[config.mk]
export PLATFORM = sky130hd
export DESIGN_NAME = dcache_ctrl_flat
export DESIGN_NICKNAME = d
export VERILOG_FILES = /design/src/source/dcache_pkg.sv /design/src/source/way_if.sv /design/src/source/dcache_ctrl.sv /design/src/flat_wrapper.sv
export SDC_FILE = /design/constraint.sdc
export NUM_CORES = 2
export LEC_CHECK = 0
export BUFFER_PORTS_ARGS = -buffer_cell sky130_fd_sc_hd__buf_2
export CAP_MARGIN = 40
export CORE_AREA = 2 2 733 735
export DETAILED_ROUTE_END_ITERATION = 12
export DIE_AREA = 0 0 735 737
export PLACE_DENSITY = 0.3
export SYNTH_ARGS = -nofsm -noshare
export SYNTH_HDL_FRONTEND = slang
export SYNTH_SLANG_ARGS = --single-unit
[constraint.sdc]
create_clock -name clk -period 5.3 [get_ports clk]
set_input_delay 0.795 -clock clk [delete_from_list [all_inputs] [get_ports clk]]
set_output_delay 0.795 -clock clk [all_outputs]
set_load 0.02 [all_outputs]
[src/source/dcache_pkg.sv]
package dcache_pkg;

    ////////////////////
    // cache geometry
    ////////////////////

    // byte address split into tag, set index and line offset
    localparam int ADDR_W   = 32;
    localparam int TAG_W    = 20;
    localparam int INDEX_W  = 7;
    localparam int OFFSET_W = 5;

    // eight words per line, one bank each
    localparam int WORDS    = 8;
    localparam int SETS     = 128;
    localparam int LINE_W   = 256;

    ////////////////////
    // field types
    ////////////////////

    typedef logic [ADDR_W-1:0]   addr_t;
    typedef logic [TAG_W-1:0]    tag_t;
    typedef logic [INDEX_W-1:0]  index_t;

    // cpu side word and its byte strobes
    typedef logic [31:0]         word_t;
    typedef logic [3:0]          wstrb_t;

    // whole line as seen by memory and the ways
    typedef logic [LINE_W-1:0]   line_t;

    // one enable per byte of a line
    typedef logic [LINE_W/8-1:0] line_strb_t;

endpackage

[src/source/way_if.sv]
interface way_if;
    import dcache_pkg::*;

    // from the controller
    index_t     rd_index;
    index_t     req_index;
    tag_t       req_tag;
    logic       wr_en;
    line_strb_t wr_strb;
    line_t      wr_line;

    // from the way, for the set read last cycle
    logic       hit;
    line_t      line;
    tag_t       line_tag;
    logic       line_valid;

    modport ctrl (
        output rd_index, req_index, req_tag, wr_en, wr_strb, wr_line,
        input  hit, line, line_tag, line_valid
    );

    modport way (
        input  rd_index, req_index, req_tag, wr_en, wr_strb, wr_line,
        output hit, line, line_tag, line_valid
    );

endinterface

[src/source/dcache_ctrl.sv]
module dcache_ctrl (
    input  logic               clk,
    input  logic               rst,
    input  logic               req_i,
    input  logic               we_i,
    input  dcache_pkg::addr_t  addr_i,
    input  dcache_pkg::wstrb_t wstrb_i,
    input  dcache_pkg::word_t  wdata_i,
    output logic               stall_o,
    output logic               data_ok_o,
    output dcache_pkg::word_t  rdata_o,
    output logic               rd_req_o,
    output dcache_pkg::addr_t  rd_addr_o,
    input  logic               ret_valid_i,
    input  dcache_pkg::line_t  ret_data_i,
    output logic               wr_req_o,
    output dcache_pkg::addr_t  wr_addr_o,
    output dcache_pkg::line_t  wr_data_o,
    input  logic               wr_valid_i,
    way_if.ctrl                way0,
    way_if.ctrl                way1
);
    import dcache_pkg::*;

    logic                lk_valid;
    logic                lk_we;
    addr_t               lk_addr;
    wstrb_t              lk_strb;
    word_t               lk_wdata;
    tag_t                lk_tag;
    index_t              lk_index;
    logic [OFFSET_W-3:0] lk_word;
    logic                hit0, hit1, hit, miss, idle;
    logic                wb_q, rf_q, refill_done;
    logic [SETS-1:0]     lru, dirty0, dirty1;
    logic                victim, victim_valid, victim_dirty;
    tag_t                victim_tag;
    line_t               victim_line, base_line, merged_line;
    line_strb_t          req_strb;

    ////////////////////
    // lookup stage
    ////////////////////

    always_ff @(posedge clk) begin
        if (!rst) begin
            lk_valid <= 1'b0;
        end else if (!stall_o) begin
            lk_valid <= req_i;
        end
    end

    always_ff @(posedge clk) begin
        if (!stall_o) begin
            lk_we    <= we_i;
            lk_addr  <= addr_i;
            lk_strb  <= wstrb_i;
            lk_wdata <= wdata_i;
        end
    end

    assign lk_tag   = lk_addr[ADDR_W-1 -: TAG_W];
    assign lk_index = lk_addr[OFFSET_W +: INDEX_W];
    assign lk_word  = lk_addr[OFFSET_W-1:2];

    // held set is re-read every cycle of a stall
    assign way0.rd_index  = stall_o ? lk_index : addr_i[OFFSET_W +: INDEX_W];
    assign way1.rd_index  = way0.rd_index;
    assign way0.req_index = lk_index;
    assign way1.req_index = lk_index;
    assign way0.req_tag   = lk_tag;
    assign way1.req_tag   = lk_tag;

    assign hit0        = lk_valid && way0.hit;
    assign hit1        = lk_valid && way1.hit;
    assign hit         = hit0 || hit1;
    assign idle        = !wb_q && !rf_q;
    assign miss        = lk_valid && !hit && idle;
    assign refill_done = rf_q && ret_valid_i;

    ////////////////////
    // victim and merge
    ////////////////////

    assign victim       = lru[lk_index];
    assign victim_line  = victim ? way1.line : way0.line;
    assign victim_tag   = victim ? way1.line_tag : way0.line_tag;
    assign victim_valid = victim ? way1.line_valid : way0.line_valid;
    assign victim_dirty = victim ? dirty1[lk_index] : dirty0[lk_index];

    assign base_line = rf_q ? ret_data_i : (hit1 ? way1.line : way0.line);

    always_comb begin
        req_strb = '0;
        if (lk_we) begin
            req_strb[lk_word*4 +: 4] = lk_strb;
        end
        merged_line = base_line;
        for (int i = 0; i < LINE_W/8; i++) begin
            if (req_strb[i]) begin
                merged_line[i*8 +: 8] = lk_wdata[(i % 4)*8 +: 8];
            end
        end
    end

    // write hit touches only its bytes, refill writes the whole line
    assign way0.wr_en   = (hit0 && |req_strb) || (refill_done && !victim);
    assign way1.wr_en   = (hit1 && |req_strb) || (refill_done && victim);
    assign way0.wr_strb = refill_done ? '1 : req_strb;
    assign way1.wr_strb = way0.wr_strb;
    assign way0.wr_line = merged_line;
    assign way1.wr_line = merged_line;

    ////////////////////
    // lru, dirty, fsm
    ////////////////////

    always_ff @(posedge clk) begin
        if (!rst) begin
            lru    <= '0;
            dirty0 <= '0;
            dirty1 <= '0;
        end else begin
            // bit names the way to evict next
            if (hit) begin
                lru[lk_index] <= hit0;
            end else if (refill_done) begin
                lru[lk_index] <= !victim;
            end
            if (way0.wr_en) begin
                dirty0[lk_index] <= lk_we;
            end
            if (way1.wr_en) begin
                dirty1[lk_index] <= lk_we;
            end
        end
    end

    always_ff @(posedge clk) begin
        if (!rst) begin
            wb_q <= 1'b0;
            rf_q <= 1'b0;
        end else if (wb_q) begin
            if (wr_valid_i) begin
                wb_q <= 1'b0;
                rf_q <= 1'b1;
            end
        end else if (rf_q) begin
            if (ret_valid_i) begin
                rf_q <= 1'b0;
            end
        end else if (miss) begin
            wb_q <= victim_valid && victim_dirty;
            rf_q <= !(victim_valid && victim_dirty);
        end
    end

    assign stall_o   = lk_valid && !hit && !refill_done;
    assign data_ok_o = lk_valid && !lk_we && (hit || refill_done);
    assign rdata_o   = base_line[lk_word*32 +: 32];

    assign wr_req_o  = wb_q;
    assign wr_addr_o = {victim_tag, lk_index, {OFFSET_W{1'b0}}};
    assign wr_data_o = victim_line;
    assign rd_req_o  = rf_q;
    assign rd_addr_o = {lk_tag, lk_index, {OFFSET_W{1'b0}}};

    a_one_hit: assert property (
        @(posedge clk) disable iff (!rst)
        !(hit0 && hit1)
    );

    a_mem_excl: assert property (
        @(posedge clk) disable iff (!rst)
        !(rd_req_o && wr_req_o)
    );

endmodule

[src/flat_wrapper.sv]
// flat-port wrapper written by rule: the top's interface ports become plain ports
module dcache_ctrl_flat import dcache_pkg::*;
  (clk, rst, req_i, we_i, addr_i, wstrb_i, wdata_i, stall_o, data_ok_o, rdata_o, rd_req_o, rd_addr_o, ret_valid_i, ret_data_i, wr_req_o, wr_addr_o, wr_data_o, wr_valid_i, way0_rd_index, way0_req_index, way0_req_tag, way0_wr_en, way0_wr_strb, way0_wr_line, way0_hit, way0_line, way0_line_tag, way0_line_valid, way1_rd_index, way1_req_index, way1_req_tag, way1_wr_en, way1_wr_strb, way1_wr_line, way1_hit, way1_line, way1_line_tag, way1_line_valid);
  way_if way0_i ();
  way_if way1_i ();
  input  logic clk;
  input  logic rst;
  input  logic req_i;
  input  logic we_i;
  input  dcache_pkg::addr_t addr_i;
  input  dcache_pkg::wstrb_t wstrb_i;
  input  dcache_pkg::word_t wdata_i;
  output logic stall_o;
  output logic data_ok_o;
  output dcache_pkg::word_t rdata_o;
  output logic rd_req_o;
  output dcache_pkg::addr_t rd_addr_o;
  input  logic ret_valid_i;
  input  dcache_pkg::line_t ret_data_i;
  output logic wr_req_o;
  output dcache_pkg::addr_t wr_addr_o;
  output dcache_pkg::line_t wr_data_o;
  input  logic wr_valid_i;
  output wire logic [$bits(way0_i.rd_index)-1:0] way0_rd_index;
  output wire logic [$bits(way0_i.req_index)-1:0] way0_req_index;
  output wire logic [$bits(way0_i.req_tag)-1:0] way0_req_tag;
  output wire logic [$bits(way0_i.wr_en)-1:0] way0_wr_en;
  output wire logic [$bits(way0_i.wr_strb)-1:0] way0_wr_strb;
  output wire logic [$bits(way0_i.wr_line)-1:0] way0_wr_line;
  input wire logic [$bits(way0_i.hit)-1:0] way0_hit;
  input wire logic [$bits(way0_i.line)-1:0] way0_line;
  input wire logic [$bits(way0_i.line_tag)-1:0] way0_line_tag;
  input wire logic [$bits(way0_i.line_valid)-1:0] way0_line_valid;
  output wire logic [$bits(way1_i.rd_index)-1:0] way1_rd_index;
  output wire logic [$bits(way1_i.req_index)-1:0] way1_req_index;
  output wire logic [$bits(way1_i.req_tag)-1:0] way1_req_tag;
  output wire logic [$bits(way1_i.wr_en)-1:0] way1_wr_en;
  output wire logic [$bits(way1_i.wr_strb)-1:0] way1_wr_strb;
  output wire logic [$bits(way1_i.wr_line)-1:0] way1_wr_line;
  input wire logic [$bits(way1_i.hit)-1:0] way1_hit;
  input wire logic [$bits(way1_i.line)-1:0] way1_line;
  input wire logic [$bits(way1_i.line_tag)-1:0] way1_line_tag;
  input wire logic [$bits(way1_i.line_valid)-1:0] way1_line_valid;
  assign way0_rd_index = way0_i.rd_index;
  assign way0_req_index = way0_i.req_index;
  assign way0_req_tag = way0_i.req_tag;
  assign way0_wr_en = way0_i.wr_en;
  assign way0_wr_strb = way0_i.wr_strb;
  assign way0_wr_line = way0_i.wr_line;
  assign way0_i.hit = way0_hit;
  assign way0_i.line = way0_line;
  assign way0_i.line_tag = way0_line_tag;
  assign way0_i.line_valid = way0_line_valid;
  assign way1_rd_index = way1_i.rd_index;
  assign way1_req_index = way1_i.req_index;
  assign way1_req_tag = way1_i.req_tag;
  assign way1_wr_en = way1_i.wr_en;
  assign way1_wr_strb = way1_i.wr_strb;
  assign way1_wr_line = way1_i.wr_line;
  assign way1_i.hit = way1_hit;
  assign way1_i.line = way1_line;
  assign way1_i.line_tag = way1_line_tag;
  assign way1_i.line_valid = way1_line_valid;
  dcache_ctrl u_core (.clk(clk), .rst(rst), .req_i(req_i), .we_i(we_i), .addr_i(addr_i), .wstrb_i(wstrb_i), .wdata_i(wdata_i), .stall_o(stall_o), .data_ok_o(data_ok_o), .rdata_o(rdata_o), .rd_req_o(rd_req_o), .rd_addr_o(rd_addr_o), .ret_valid_i(ret_valid_i), .ret_data_i(ret_data_i), .wr_req_o(wr_req_o), .wr_addr_o(wr_addr_o), .wr_data_o(wr_data_o), .wr_valid_i(wr_valid_i), .way0(way0_i), .way1(way1_i));
endmodule
==> Word level (Yosys, flattened, before mapping) <==
Cells that the tools add are included.
{ "word_totals": {"regBits": 456, "latch_bits": 0, "ramBits": 0, "rom_bits": 0, "inputBits": 886, "word_cells": 110, "memories": 0} }
{ "op_classes": {"addsub": 1, "multipliers": 0, "div": 0, "n_lt_le_gt_ge": 2, "eq_ne": 1, "shift": 3, "n_mux": 64, "n_bitwise": 1, "n_reduce_logical": 28} }
{ "op_table": {"columns": ["op", "n"], "rows": [
  ["$mux 256", 3],
  ["$bwmux 128", 4],
  ["$mux 128", 2],
  ["$mux 8", 32],
  ["$shiftx 256x9->32", 1],
  ["$mux 32", 2],
  ["$neg 5->34", 1],
  ["$shift 4x34->32 const A", 1],
  ["$shiftx 4x34->32", 1],
  ["$and 32x32->32", 1],
  ["$reduce_or 32->1", 1],
  ["$bmux 1 s7", 3],
  ["$mux 20", 1],
  ["$logic_and 1x1->1", 15],
  ["$mux 1", 15],
  ["$lt 7x8->1 const B", 1],
  ["$demux 1 s7", 1],
  ["$ge 7x1->1 const B", 1],
  ["$logic_not 1->1", 7],
  ["$mux 7", 1],
  ["$logic_or 1x1->1", 4],
  ["$ne 2x2->1 const B", 1],
  ["$reduce_bool 2->1", 1]
]} }

==> Longest topological paths before layout <==
{ "depth": {"ltp_word": 8, "ltp_mapped": 17, "ltp_nobuf": 11} }

==> Least setup slack after synthesis <==
OpenSTA, ideal clock, no wires.
{ "synth_timing": {"kind": "input to output", "start": "in way0_hit", "end": "out way1_rd_index[0]", "arrival_time_ps": 4320, "path_slack_ps": 185, "cell_stages": 6, "path_buffers": 2, "cell_sequence": "nor2_1 > and2_1 > nand2_1 > clkbuf_1 > o21ai_0 > buf_4"} }
{ "synth_via": {"elab_chain_cells": 6} }
{ "synth_rtl": {"columns": ["element", "line_no", "source"], "rows": [
  ["start: declaration", "flat_wrapper.sv:30", "input wire logic [$bits(way0_i.hit)-1:0] way0_hit;"],
  ["$logic_and 1x1->1", "dcache_ctrl.sv:74", "assign hit0 = lk_valid && way0.hit;"],
  ["$logic_or 1x1->1", "dcache_ctrl.sv:76", "assign hit = hit0 || hit1;"],
  ["$logic_not 1->1", "dcache_ctrl.sv:158", "assign stall_o = lk_valid && !hit && !refill_done;"],
  ["$logic_and 1x1->1 (2 in series)", "dcache_ctrl.sv:158", null],
  ["$mux 7", "dcache_ctrl.sv:67", "assign way0.rd_index = stall_o ? lk_index : addr_i[OFFSET_W +: INDEX_W];"],
  ["end: declaration", "flat_wrapper.sv:34", "output wire logic [$bits(way1_i.rd_index)-1:0] way1_rd_index;"]
]} }
Every way passes these cells.

==> Worst setup path after layout <==
{ "layout_timing": {"start": "reg u_core.lk_addr[5]", "end": "out wr_data_o[9]"} }
{ "layout_via": {"elab_chain_cells": 3} }
{ "layout_rtl": {"columns": ["element", "line_no", "source"], "rows": [
  ["start: declaration", "dcache_ctrl.sv:27", "addr_t lk_addr;"],
  ["start signal: assignment", "dcache_ctrl.sv:56", "lk_addr <= addr_i;"],
  ["$bmux 1 s7", "dcache_ctrl.sv:85", "assign victim = lru[lk_index];"],
  ["$mux 1 (not written as such)", "dcache_ctrl.sv:85", null],
  ["$mux 256", "dcache_ctrl.sv:86", "assign victim_line = victim ? way1.line : way0.line;"],
  ["end: declaration", "flat_wrapper.sv:22", "output dcache_pkg::line_t wr_data_o;"]
]} }
Every way passes these cells. The select of a mux whose other input is x is not followed.

==> out/summary.txt <==
status - finished with violations
violations in the final reports - negative setup slack
GPL Wtd Cong - 1.05
Synth Area in XOR/XNOR - 0%
dpl cells - 13500
Yosys reg bits - 454
Worst Hold Class - in -> reg
largest family of logic cells by synthesized area - multiplexers
CP Capture Type - primary output
min-delay src - addr_i[9]
nets - 7481
cell count of the worst hold path - 1
Detail Route Antenna Nets - 0
drt total wl - 611000 um
die width - 735 um
share of the yosys chip area belonging to registers - 25.5%
crit-path cells - buf_12 > and2_1 > buf_4 > a221oi_1 > nor2_1 > o311a_1 > o22ai_4 > nand2_4 > buf_12 > buf_12 > mux2_2 > buf_2
initial antenna violation count - 337
Core Region - 0.534 mm^2
Least-Margin Pin Slew - 1130 ps
Crit-path slowest cell - edfxtp_1
WHS Endpoint - u_core.lk_addr[9]$_DFFE_PN_
CTS Buffer Depth - 4
CP required - 4510 ps
pin count of the biggest net entering global routing - 181
Non-Filler Instances - 13900
met1 usage - 26.5%
FP Rows - 269
number of library cell types mapped by synthesis - 75
Register-to-Register Setup Slack - 1100 ps
Final TNS setup - -3.42 ps
clock skew - 90.6 ps
Logic pwr share - 48.7%
wire length per cell - 44.0 um
worst flop-to-flop path endpoint - u_core.dirty0[9]$_SDFFE_PN0P_
mux share of post-synthesis cell area - 23.3%
First-pass DRT Iterations - 5
asr flop ratio synth - 0%
Layout Area Growth over Synthesis - 62.6%
CTS tree - built
CP max stage delay - 500 ps
R2R Path Start - u_core.lk_addr[3]$_DFFE_PN_
Critical Path AT - 4510 ps
count of final hold-check violations - 0
global-route wire length before repair - 710000 um
P_int - 8.94 mW
Tot Pwr - 17.2 mW
layout cell share with drive strength beyond 1 - 43.5%
Pwr Density - 276 mW/mm^2
Slew headroom - 24.0%
Cells after Synth - 5090
M3 GR Usage - 9.32%
maximum VDD drop - 0.000215 V
CTS Buf Count - 75
Clock Power Share - 30.1%
FILL cells - 62200
switching pwr - 8.23 mW
number of global-route vias before repair - 45800
switching share of power - 47.9%
Overflow after GRT - 0
worst r2r path cells - 13
H-tree depth - 3
Post-Synth Adder-Cell Area - 0.196%
GRT met2 Usage - 31.8%
PnR worst setup slack - -3.42 ps
Ys Warns - 0
final setup fails - 1
die height - 737 um
critical path class - reg -> out
Avg Inst Size Synth - 7.52 um^2
CTS Root Cell - clkbuf_16
clock slew at reported path FFs - 60 ps
Post-DP HPWL - 539000 um
number of port buffers - 1875
Vias/cell - 3.59
final worst-path cycle share - 100%
sequential share of power - 21.1%
Static Leak - 25.0 nW
most common cell after layout, fill and taps aside - buf_2
via count - 49800
simple logic cell fraction of the synthesized area - 15.8%
grt peak-use layer - met2
maximum clock rate - 189 MHz
Crit path top cell by count - buf_12
Compound-Gate Fraction of Synth Area - 21.5%
Clock Sinks - 454
most frequent cells in the layout - buf_2, nand2_1, a21oi_1
die area - 0.542 mm^2
dpl ws - 400 ps
gr usage total - 21.4%
startpoint types - flip-flop
total of max-cap violations - 0
ys flop type - dfxtp_1
crit-path max FO - 29
worst-skew pair later-pin latency - 830 ps
# DRC - 0
EDFF count, synth - 67
initial core utilization - 7.17%
fin. max-slew vios - 0
drt initial violations - 5530
num ports - 1888
Synth Cell Area - 0.0383 mm^2
Tmin final - 5300 ps
==> routing by layer <==
metal,routed length [um],part of all wire [%]
met5,1200,0.20
met4,35200,5.8
met3,65400,11
met2,255000,42
met1,254000,42
==> worst max-delay path, delay by kind of cell (launching register included) <==
kind	cells	cell delay, ps
buf+inv	5	1090
compound gates	3	990
simple gates	3	590
flops	1	500
mux	1	460
==> cells in the mapped netlist, types with 46 or more instances <==
cell	n	area, um^2
mux2i_1	326	3260
o21ai_0	462	2310
buf_2	81	405
nand2_1	1188	4460
a21oi_1	666	3330
nor2_1	195	732
nor3_1	46	230
clkbuf_1	325	1220
mux4_2	97	2180
dfxtp_1	387	7750
edfxtp_1	67	2010
buf_4	435	3270
o21bai_1	79	593
mux2_2	308	3470
a31oi_1	85	532
==> per-stage QoR <==
step / instance area, um^2 / utilization (%) / hold slack [ps]
after floorplan: 38300 / - / 431
after global placement: 58400 / 10.9 / 443
after detailed placement: 59200 / 11.1 / 445
after CTS: 61700 / 11.5 / 85.3
after global routing: 62000 / 11.6 / 128
final: 62300 / 11.6 / 159
==> repair_timing <==
action / 4_1_cts / 5_1_grt
gates cloned: 0 / 2
pin swaps: 0 / 1
setup endpoints to repair: 376 / 142
hold buffers: 0 / 0
resized for setup: 12 / 8
buffers inserted: 8 / 6
==> registers in the layout, summed over array words and instances (netlist names) <==
| name | cells |
|---|---|
| u_core.dirty0 | 128 |
| u_core.dirty1 | 128 |
| u_core.lru | 128 |
| u_core.lk_wdata | 32 |
| u_core.lk_addr | 30 |
| u_core.lk_strb | 4 |
| u_core.lk_valid | 1 |
| u_core.lk_we | 1 |
| u_core.rd_req_o | 1 |
| u_core.wr_req_o | 1 |
==> how the worst max path moves through the flow <==
stage                           startpoint           endpoint  slack (ps)  depth (start not counted)
3_3_place_gp   u_core.lk_addr[2]$_DFFE_PN_         way1_wr_en         120                         11
3_5_place_dp   u_core.lk_addr[2]$_DFFE_PN_         way1_wr_en         400                         12
5_1_grt        u_core.lk_addr[5]$_DFFE_PN_      wr_data_o[74]        -0.6                         15
2_1_floorplan                     way0_hit   way1_rd_index[0]         190                          6
4_1_cts        u_core.lk_addr[3]$_DFFE_PN_  way1_wr_line[116]           5                         10
6_report       u_core.lk_addr[5]$_DFFE_PN_       wr_data_o[9]          -3                         12
==> cell families after synthesis <==
group                    count (synthesis)
AO/OA/AOI/OAI                         1471
adder cells (fa/ha/maj)                  6
buffers and inverters                  899
flip-flops                             454
multiplexers                           732
other                                    1
AND/OR/NAND/NOR                       1527
==> area by class of cell <==
| class | count | area [um^2] | area share, % |
|---|---|---|---|
| multi-input combinational | 3746 | 23600 | 37.8 |
| timing repair buffer | 2302 | 17200 | 27.6 |
| sequential | 454 | 9760 | 15.7 |
| tap | 7046 | 8820 | 14.2 |
| clock buffer | 112 | 2220 | 3.56 |
| antenna | 176 | 440 | 0.707 |
| clock inverter | 17 | 206 | 0.332 |
| inverter | 10 | 42.5 | 0.0683 |
==> power by group through the flow <==
| stage | sequential [mW] | clock, mW | combinational [mW] |
|---|---|---|---|
| global placement | 3.76 | 0 | 8.25 |
| floorplan | 3.63 | 0 | 2.93 |
| finish | 3.63 | 5.17 | 8.37 |
| CTS | 3.62 | 5.34 | 8.39 |
| global route | 3.62 | 5.44 | 8.50 |
| detailed placement | 3.70 | 0 | 8.35 |
Note: power is estimated with default switching activity, not from simulation.
